$ cat config.mk
export PLATFORM = sky130hd
export DESIGN_NAME = uart
export DESIGN_NICKNAME = d
export VERILOG_FILES = /design/src/uart_pkg.sv /design/src/uart_tx.sv /design/src/uart_rx.sv /design/src/uart.sv
export SDC_FILE = /design/constraint.sdc
export NUM_CORES = 1
export LEC_CHECK = 0
export BUFFER_PORTS_ARGS = -buffer_cell sky130_fd_sc_hd__buf_4
export CAP_MARGIN = 20
export CORE_MARGIN = 2
export CORE_UTILIZATION = 49
export CTS_BUF_LIST = sky130_fd_sc_hd__clkbuf_16
export CTS_CLUSTER_SIZE = 24
export DETAILED_ROUTE_END_ITERATION = 10
export HOLD_SLACK_MARGIN = 0.03
export PLACE_DENSITY = 0.76
export SYNTH_ARGS = -nofsm -noshare
export SYNTH_HDL_FRONTEND = slang
export SYNTH_HIERARCHICAL = 1
export SYNTH_SLANG_ARGS = --single-unit
$ cat constraint.sdc
create_clock -name clk -period 2.7 [get_ports clk]
set_input_delay 0.135 -clock clk [delete_from_list [all_inputs] [get_ports clk]]
set_output_delay 0.135 -clock clk [all_outputs]
set_load 0.005 [all_outputs]
$ cat src/uart_pkg.sv
package uart_pkg;

    localparam int WORD_WIDTH = 32;

    // 115200 baud from a 50 MHz clock
    localparam int BAUD_DIV = 434;
    localparam int HALF_DIV = BAUD_DIV / 2;
    localparam int BAUD_W   = $clog2(BAUD_DIV);

    // 1 start, 8 data, 1 even parity, 1 stop
    localparam int DATA_BITS  = 8;
    localparam int FRAME_BITS = 11;
    localparam int BIT_W      = $clog2(FRAME_BITS);

    // haddr bit that splits tx and rx blocks
    localparam int SEL_BIT = 4;

    // only haddr[4:2] is decoded
    localparam logic [WORD_WIDTH-1:0] OFS_TXDATA = 32'h0000_0000;
    localparam logic [WORD_WIDTH-1:0] OFS_TXSTAT = 32'h0000_0004;
    localparam logic [WORD_WIDTH-1:0] OFS_RXDATA = 32'h0000_0010;
    localparam logic [WORD_WIDTH-1:0] OFS_RXSTAT = 32'h0000_0014;

    // ahb-lite transfer types that carry a transfer
    localparam logic [1:0] HTRANS_NONSEQ = 2'b10;
    localparam logic [1:0] HTRANS_SEQ    = 2'b11;

    localparam logic HRESP_OKAY  = 1'b0;
    localparam logic HRESP_ERROR = 1'b1;

endpackage

$ cat src/uart_tx.sv
module uart_tx import uart_pkg::*; (
    input  logic                  clk,
    input  logic                  rst_n,
    input  logic                  sel_tx,
    input  logic [WORD_WIDTH-1:0] haddr,
    input  logic [1:0]            htrans,
    input  logic                  hwrite,
    input  logic [WORD_WIDTH-1:0] hwdata,
    input  logic                  hready_in,
    input  logic                  tx_int_clear,
    output logic [WORD_WIDTH-1:0] hrdata,
    output logic                  hready,
    output logic                  hresp,
    output logic                  tx,
    output logic                  irq_tx
);

    logic                  dp_valid;
    logic                  dp_write;
    logic [2:0]            dp_addr;
    logic                  err_second;
    logic                  wr_txdata;
    logic                  busy_write;
    logic                  wr_start;
    logic                  busy;
    logic [FRAME_BITS-1:0] shift_reg;
    logic [BAUD_W-1:0]     baud_cnt;
    logic [BIT_W-1:0]      bit_cnt;
    logic                  baud_tick;
    logic                  frame_done;

    // address phase, held while the bus is stalled
    always_ff @(posedge clk or negedge rst_n) begin
        if (!rst_n) begin
            dp_valid <= 1'b0;
        end else if (hready_in) begin
            dp_valid <= sel_tx && (htrans == HTRANS_NONSEQ || htrans == HTRANS_SEQ);
        end
    end

    always_ff @(posedge clk) begin
        if (hready_in) begin
            dp_write <= hwrite;
            dp_addr  <= haddr[4:2];
        end
    end

    assign wr_txdata  = dp_valid && dp_write && (dp_addr == OFS_TXDATA[4:2]);
    assign busy_write = wr_txdata && busy && !err_second;
    // the second error cycle must not start a frame if busy just dropped
    assign wr_start   = wr_txdata && !busy && !err_second;

    always_ff @(posedge clk or negedge rst_n) begin
        if (!rst_n) begin
            err_second <= 1'b0;
        end else begin
            err_second <= busy_write;
        end
    end

    assign hready = !busy_write;
    assign hresp  = (busy_write || err_second) ? HRESP_ERROR : HRESP_OKAY;
    assign hrdata = (dp_valid && !dp_write && dp_addr == OFS_TXSTAT[4:2]) ?
                    {{(WORD_WIDTH-1){1'b0}}, busy} : '0;

    assign baud_tick  = busy && (baud_cnt == BAUD_W'(BAUD_DIV - 1));
    assign frame_done = baud_tick && (bit_cnt == BIT_W'(FRAME_BITS - 1));

    // serializer, line idles high through the ones shifted in
    always_ff @(posedge clk or negedge rst_n) begin
        if (!rst_n) begin
            busy      <= 1'b0;
            shift_reg <= '1;
            baud_cnt  <= '0;
            bit_cnt   <= '0;
        end else if (wr_start) begin
            busy      <= 1'b1;
            shift_reg <= {1'b1, ^hwdata[DATA_BITS-1:0], hwdata[DATA_BITS-1:0], 1'b0};
            baud_cnt  <= '0;
            bit_cnt   <= '0;
        end else if (busy) begin
            if (baud_tick) begin
                baud_cnt <= '0;
                if (frame_done) begin
                    busy <= 1'b0;
                end else begin
                    shift_reg <= {1'b1, shift_reg[FRAME_BITS-1:1]};
                    bit_cnt   <= bit_cnt + 1'b1;
                end
            end else begin
                baud_cnt <= baud_cnt + 1'b1;
            end
        end
    end

    assign tx = shift_reg[0];

    // clear wins over a set
    always_ff @(posedge clk or negedge rst_n) begin
        if (!rst_n) begin
            irq_tx <= 1'b0;
        end else if (tx_int_clear) begin
            irq_tx <= 1'b0;
        end else if (frame_done) begin
            irq_tx <= 1'b1;
        end
    end

    a_idle_line_high: assert property (@(posedge clk) disable iff (!rst_n) !busy |-> tx);

    a_error_two_cycle: assert property (@(posedge clk) disable iff (!rst_n)
        (!hready && hresp == HRESP_ERROR) |=> (hready && hresp == HRESP_ERROR));

endmodule

$ cat src/uart_rx.sv
module uart_rx import uart_pkg::*; (
    input  logic                  clk,
    input  logic                  rst_n,
    input  logic                  sel_rx,
    input  logic [WORD_WIDTH-1:0] haddr,
    input  logic [1:0]            htrans,
    input  logic                  hwrite,
    input  logic                  hready_in,
    input  logic                  rx,
    input  logic                  rx_int_clear,
    output logic [WORD_WIDTH-1:0] hrdata,
    output logic                  irq_rx
);

    logic                 dp_valid;
    logic                 dp_write;
    logic [2:0]           dp_addr;
    logic                 rd_rxdata;
    logic                 rd_rxstat;
    logic                 rx_meta;
    logic                 rx_sync;
    logic                 rx_prev;
    logic                 start_edge;
    logic                 active;
    logic [BAUD_W-1:0]    baud_cnt;
    logic [BIT_W-1:0]     bit_cnt;
    logic                 sample;
    logic                 stop_sample;
    logic [DATA_BITS-1:0] shift_reg;
    logic                 par_bit;
    logic [DATA_BITS-1:0] rx_data;
    logic                 valid;
    logic                 par_err;
    logic                 overrun;

    always_ff @(posedge clk or negedge rst_n) begin
        if (!rst_n) begin
            dp_valid <= 1'b0;
        end else if (hready_in) begin
            dp_valid <= sel_rx && (htrans == HTRANS_NONSEQ || htrans == HTRANS_SEQ);
        end
    end

    always_ff @(posedge clk) begin
        if (hready_in) begin
            dp_write <= hwrite;
            dp_addr  <= haddr[4:2];
        end
    end

    assign rd_rxdata = dp_valid && !dp_write && (dp_addr == OFS_RXDATA[4:2]);
    assign rd_rxstat = dp_valid && !dp_write && (dp_addr == OFS_RXSTAT[4:2]);

    assign hrdata = rd_rxdata ? {{(WORD_WIDTH-DATA_BITS){1'b0}}, rx_data} :
                    rd_rxstat ? {{(WORD_WIDTH-3){1'b0}}, overrun, par_err, valid} : '0;

    // two-flop synchronizer plus one more for the edge
    always_ff @(posedge clk or negedge rst_n) begin
        if (!rst_n) begin
            rx_meta <= 1'b1;
            rx_sync <= 1'b1;
            rx_prev <= 1'b1;
        end else begin
            rx_meta <= rx;
            rx_sync <= rx_meta;
            rx_prev <= rx_sync;
        end
    end

    assign start_edge  = !active && rx_prev && !rx_sync;
    // start bit checked at half a bit, the rest one bit apart
    assign sample      = active && ((bit_cnt == '0) ? (baud_cnt == BAUD_W'(HALF_DIV - 1)) :
                                                      (baud_cnt == BAUD_W'(BAUD_DIV - 1)));
    assign stop_sample = sample && (bit_cnt == BIT_W'(FRAME_BITS - 1));

    always_ff @(posedge clk or negedge rst_n) begin
        if (!rst_n) begin
            active   <= 1'b0;
            baud_cnt <= '0;
            bit_cnt  <= '0;
        end else if (start_edge) begin
            active   <= 1'b1;
            baud_cnt <= '0;
            bit_cnt  <= '0;
        end else if (active) begin
            if (sample) begin
                baud_cnt <= '0;
                // glitch, not a start bit
                if (bit_cnt == '0 && rx_sync) begin
                    active <= 1'b0;
                end else if (stop_sample) begin
                    active <= 1'b0;
                end else begin
                    bit_cnt <= bit_cnt + 1'b1;
                end
            end else begin
                baud_cnt <= baud_cnt + 1'b1;
            end
        end
    end

    // data arrives lsb first
    always_ff @(posedge clk) begin
        if (sample && bit_cnt >= BIT_W'(1) && bit_cnt <= BIT_W'(DATA_BITS)) begin
            shift_reg <= {rx_sync, shift_reg[DATA_BITS-1:1]};
        end
        if (sample && bit_cnt == BIT_W'(DATA_BITS + 1)) begin
            par_bit <= rx_sync;
        end
    end

    always_ff @(posedge clk or negedge rst_n) begin
        if (!rst_n) begin
            rx_data <= '0;
            valid   <= 1'b0;
            par_err <= 1'b0;
            overrun <= 1'b0;
        end else if (stop_sample) begin
            rx_data <= shift_reg;
            valid   <= 1'b1;
            par_err <= ^{shift_reg, par_bit};
            // old byte lost unless read in this same cycle
            overrun <= valid && !rd_rxdata;
        end else if (rd_rxdata) begin
            valid   <= 1'b0;
            overrun <= 1'b0;
        end
    end

    always_ff @(posedge clk or negedge rst_n) begin
        if (!rst_n) begin
            irq_rx <= 1'b0;
        end else if (rx_int_clear) begin
            irq_rx <= 1'b0;
        end else if (stop_sample) begin
            irq_rx <= 1'b1;
        end
    end

    a_overrun_needs_valid: assert property (@(posedge clk) disable iff (!rst_n)
        overrun |-> valid);

endmodule

$ cat src/uart.sv
module uart import uart_pkg::*; (
    input  logic                  clk,
    input  logic                  rst_n,
    input  logic                  hsel,
    input  logic [WORD_WIDTH-1:0] haddr,
    input  logic [1:0]            htrans,
    input  logic                  hwrite,
    // every access is a full word
    input  logic [2:0]            hsize,
    input  logic [WORD_WIDTH-1:0] hwdata,
    input  logic                  rx,
    input  logic                  tx_int_clear,
    input  logic                  rx_int_clear,
    output logic [WORD_WIDTH-1:0] hrdata,
    output logic                  hready,
    output logic                  hresp,
    output logic                  tx,
    output logic                  irq_tx,
    output logic                  irq_rx
);

    logic                  sel_tx;
    logic                  sel_rx;
    logic                  trans_act;
    logic                  own_tx;
    logic                  own_rx;
    logic [WORD_WIDTH-1:0] tx_hrdata;
    logic                  tx_hready;
    logic                  tx_hresp;
    logic [WORD_WIDTH-1:0] rx_hrdata;

    assign sel_tx    = hsel && !haddr[SEL_BIT];
    assign sel_rx    = hsel && haddr[SEL_BIT];
    assign trans_act = (htrans == HTRANS_NONSEQ) || (htrans == HTRANS_SEQ);

    // owner of the next data phase, held through a stall
    always_ff @(posedge clk or negedge rst_n) begin
        if (!rst_n) begin
            own_tx <= 1'b0;
            own_rx <= 1'b0;
        end else if (hready) begin
            own_tx <= sel_tx && trans_act;
            own_rx <= sel_rx && trans_act;
        end
    end

    uart_tx u_uart_tx (
        .clk          (clk),
        .rst_n        (rst_n),
        .sel_tx       (sel_tx),
        .haddr        (haddr),
        .htrans       (htrans),
        .hwrite       (hwrite),
        .hwdata       (hwdata),
        .hready_in    (hready),
        .tx_int_clear (tx_int_clear),
        .hrdata       (tx_hrdata),
        .hready       (tx_hready),
        .hresp        (tx_hresp),
        .tx           (tx),
        .irq_tx       (irq_tx)
    );

    uart_rx u_uart_rx (
        .clk          (clk),
        .rst_n        (rst_n),
        .sel_rx       (sel_rx),
        .haddr        (haddr),
        .htrans       (htrans),
        .hwrite       (hwrite),
        .hready_in    (hready),
        .rx           (rx),
        .rx_int_clear (rx_int_clear),
        .hrdata       (rx_hrdata),
        .irq_rx       (irq_rx)
    );

    // receiver never stalls and never errors
    assign hrdata = own_tx ? tx_hrdata : own_rx ? rx_hrdata : '0;
    assign hready = own_tx ? tx_hready : 1'b1;
    assign hresp  = own_tx ? tx_hresp  : HRESP_OKAY;

endmodule

==> results_dict.tcl <==
set metrics [dict create \
    clkTransAtPathRegs_ns 0.06 \
    netlist_area_um2 4640 \
    leakage_nw 2.35 \
    ios 113 \
    yosys.cell_count.top_type "buf_4" \
    drc 0 \
    r2r-start "u_uart_rx/bit_cnt[0]$_DFFE_PN0P_" \
    crit_path_max_fanout 7 \
    ys.flop_type "dfrtp_1" \
    ir_drop_uv 411 \
    async_reset_ff_frac 0.776 \
    startpoint "u_uart_rx/bit_cnt[0]$_DFFE_PN0P_" \
    die_h_um 101 \
    critical_path_required_ns 2.91 \
    synth_fa_ha_area_frac 0.0269 \
    place_area_um2 4760 \
    grtUsageTotal 0.167 \
    synth_top_area_frac 0.248 \
    num_rows 35 \
    wl_met2_mm 3.80 \
    viasPerCell 5.20 \
    ys_types 66 \
    worstSetupStartpointType "register" \
    grt_max_degree 60 \
    clockBufferDepth 2 \
    n_antenna_cell 0 \
    top_layer "met4" \
    r2r-end "u_uart_rx/par_err$_DFFE_PN0P_" \
    hold_path.class "in2reg" \
    synth.top_cells.by_area "dfrtp_1 (25%), edfxtp_1 (11%), buf_4 (8.9%), dfstp_2 (7.4%), a22o_1 (5.8%)" \
    whs_ns 0.0738 \
    die_w_um 101 \
    initial_core_util 0.505 \
    final_nets 551 \
    cp.arrival_ns 2.73 \
    fillers 767 \
    die-area_um2 10300 \
    hold_start "htrans[1]" \
    power_per_cell_area_nw_per_um2 631 \
    seq_area_um2 2000 \
    synth-compound-area-share 0.141 \
    wl_mm 8.00 \
    fin_area_um2 5180 \
    drt-pass1-iter-count 4 \
    setup_viol 0 \
    relSlewSlack 0.515 \
    vias 3020 \
    seq_area_frac_synth 0.431 \
    skew_ns 0.00674 \
    rr_worst_depth 7 \
    synth_edf_count 17 \
    avgSynthCellArea_um2 11.0 \
    end_kind "register" \
    numCtsBuffers 9 \
    synth_xor_area_frac 0.0358 \
    worst_pin_slew_ns 0.728 \
    ant_nets 0 \
    ys_seq_elements 76 \
    overflow 0 \
    r2r_slack_ns 0.18 \
    cts_resized 0 \
    period_minus_slack_ns 2.52 \
    cts_root_buffer "clkbuf_16" \
    synthTopCellsByCount "buf_4 (55), dfrtp_1 (46), a22o_1 (31)" \
    synth_top_family_by_area "simple AND/OR/NAND/NOR gates" \
    tns_ns 0 \
    cts_max_level 3 \
    numClockSinks 76 \
    hpwl_mm 5.58 \
    gp_congestion 0.852 \
    antenna_found_initial 0 \
    yosys.area.top_type "dfrtp_1" \
    detail_route.wl_per_cell_um 13.8 \
    core-area_um2 9200 \
    multi_input_area_um2 2270 \
    yosysWarningCount 6 \
    synthMuxAreaShare 0.0827 \
    slew_viol_final 0 \
    final_layout_size_suffix_gt1_frac 0.238 \
    cap_violations 0 \
    hold_viol 0 \
    grt_pass1_wl_mm 13.7 \
    criticalPathCategory "reg2reg" \
    cts_tree "built" \
    post_cts_buffers 0 \
    wl_met1_mm 3.70 \
    rsz0062_at_grt "false" \
    clkLatencyLatePin_ns 0.33 \
    fin_crit_sh 0.935 \
    syn2layout_area_growth_pct 11.5 \
    max_freq_mhz 396 \
    largest_reg_flops 10 \
    synth-simple-area-share 0.158 \
    drtIter0Drc 144 \
    cp-endpoint "u_uart_rx/par_err$_DFFE_PN0P_" \
    synth_cells 423 \
    wl_met3_um 393 \
    place.port_buffers 31 \
    grt_pass1_vias 2990 \
    outcome "finished, final reports clean" \
]
[per-layer routing]
metal | track usage | vias to the layer above
met5 | 0 | -
li1 | - | 1493
met2 | 0.282 | 84
met4 | 0.0530 | 0
met3 | 0.0380 | 12
met1 | 0.214 | 1431
[kinds of logic (layout without fill, tap and decap cells)]
logic type | after synthesis | after routing
xor+xnor | 19 | 19
simple gates | 113 | 113
mux | 31 | 31
fa+ha+maj | 10 | 10
other cells | 2 | 55
buf+inv | 83 | 77
flops | 76 | 76
compound gates | 89 | 89
[per-stage QoR]
| stage | util | std cells | worst slack [ns] | power (mW) |
|---|---|---|---|---|
| global route | 0.563 | 581 | 0.0413 | 3.44 |
| CTS | 0.563 | 581 | 0.158 | 3.29 |
| detailed placement | 0.517 | 557 | 0.171 | 1.92 |
| finish | 0.563 | 581 | 0.175 | 3.27 |
| floorplan | - | 476 | 0.0373 | 1.83 |
| global placement | 0.517 | 557 | 0.239 | 1.89 |
[repair_timing]
| action | in CTS | in global routing |
|---|---|---|
| endpoints found under the hold margin | 57 | 0 |
| hold buffers | 8 | 0 |
| setup endpoints to repair | 0 | 0 |
[final cells by class]
cell class                 instances  share of cell area
sequential                        76               0.387
tap                              111              0.0268
clock buffer                       9              0.0435
timing repair buffer              47              0.0720
multi-input combinational        317               0.438
clock inverter                     7              0.0222
inverter                          14              0.0101
[critical path, stage by stage (launching register included)]
cell and delay [ns]:
dfrtp_1 0.45, inv_1 0.13, ha_1 0.19, or3b_4 0.42
nor4_4 0.33, o21ai_2 0.17, or3_4 0.44, mux2_2 0.29
[how the worst min path moves through the flow]
stage	endpoint	slack (ns)	depth (start not counted)
6_report	own_tx$_DFFE_PN0P_	0.07	2
5_1_grt	own_tx$_DFFE_PN0P_	0.06	2
4_1_cts	own_tx$_DFFE_PN0P_	0.06	2
3_5_place_dp	u_uart_rx/rx_meta$_DFF_PN1_	0.24	1
3_3_place_gp	u_uart_rx/rx_meta$_DFF_PN1_	0.24	1
2_1_floorplan	own_rx$_DFFE_PN0P_	-0.16	0
[layout by cell type, fill, tap and decap left out, types with 7 or more instances in the layout]
cell,netlist,final
ha_1,10,10
edfxtp_1,17,17
and2_1,10,10
mux2_4,11,11
nor2_1,11,11
nand2_1,27,27
nand3b_1,9,9
conb_1,2,55
xnor2_1,14,14
dfrtp_1,46,46
a31oi_1,7,7
mux2_2,15,15
a21oi_1,15,15
dfstp_2,13,13
clkbuf_16,0,9
inv_1,14,14
o21ai_0,14,14
and3_1,9,9
nand3_1,10,10
dlygate4sd3_1,0,8
a22o_1,31,31
buf_4,55,39
[power by group]
part | internal [mW] | switching, mW | total [mW] | leakage, nW
sequential | 1.29 | 0.142 | 1.43 | 0.911
combinational | 0.243 | 0.237 | 0.480 | 1.27
clock | 0.899 | 0.455 | 1.35 | 0.163
(Power assumes the default switching activity.)
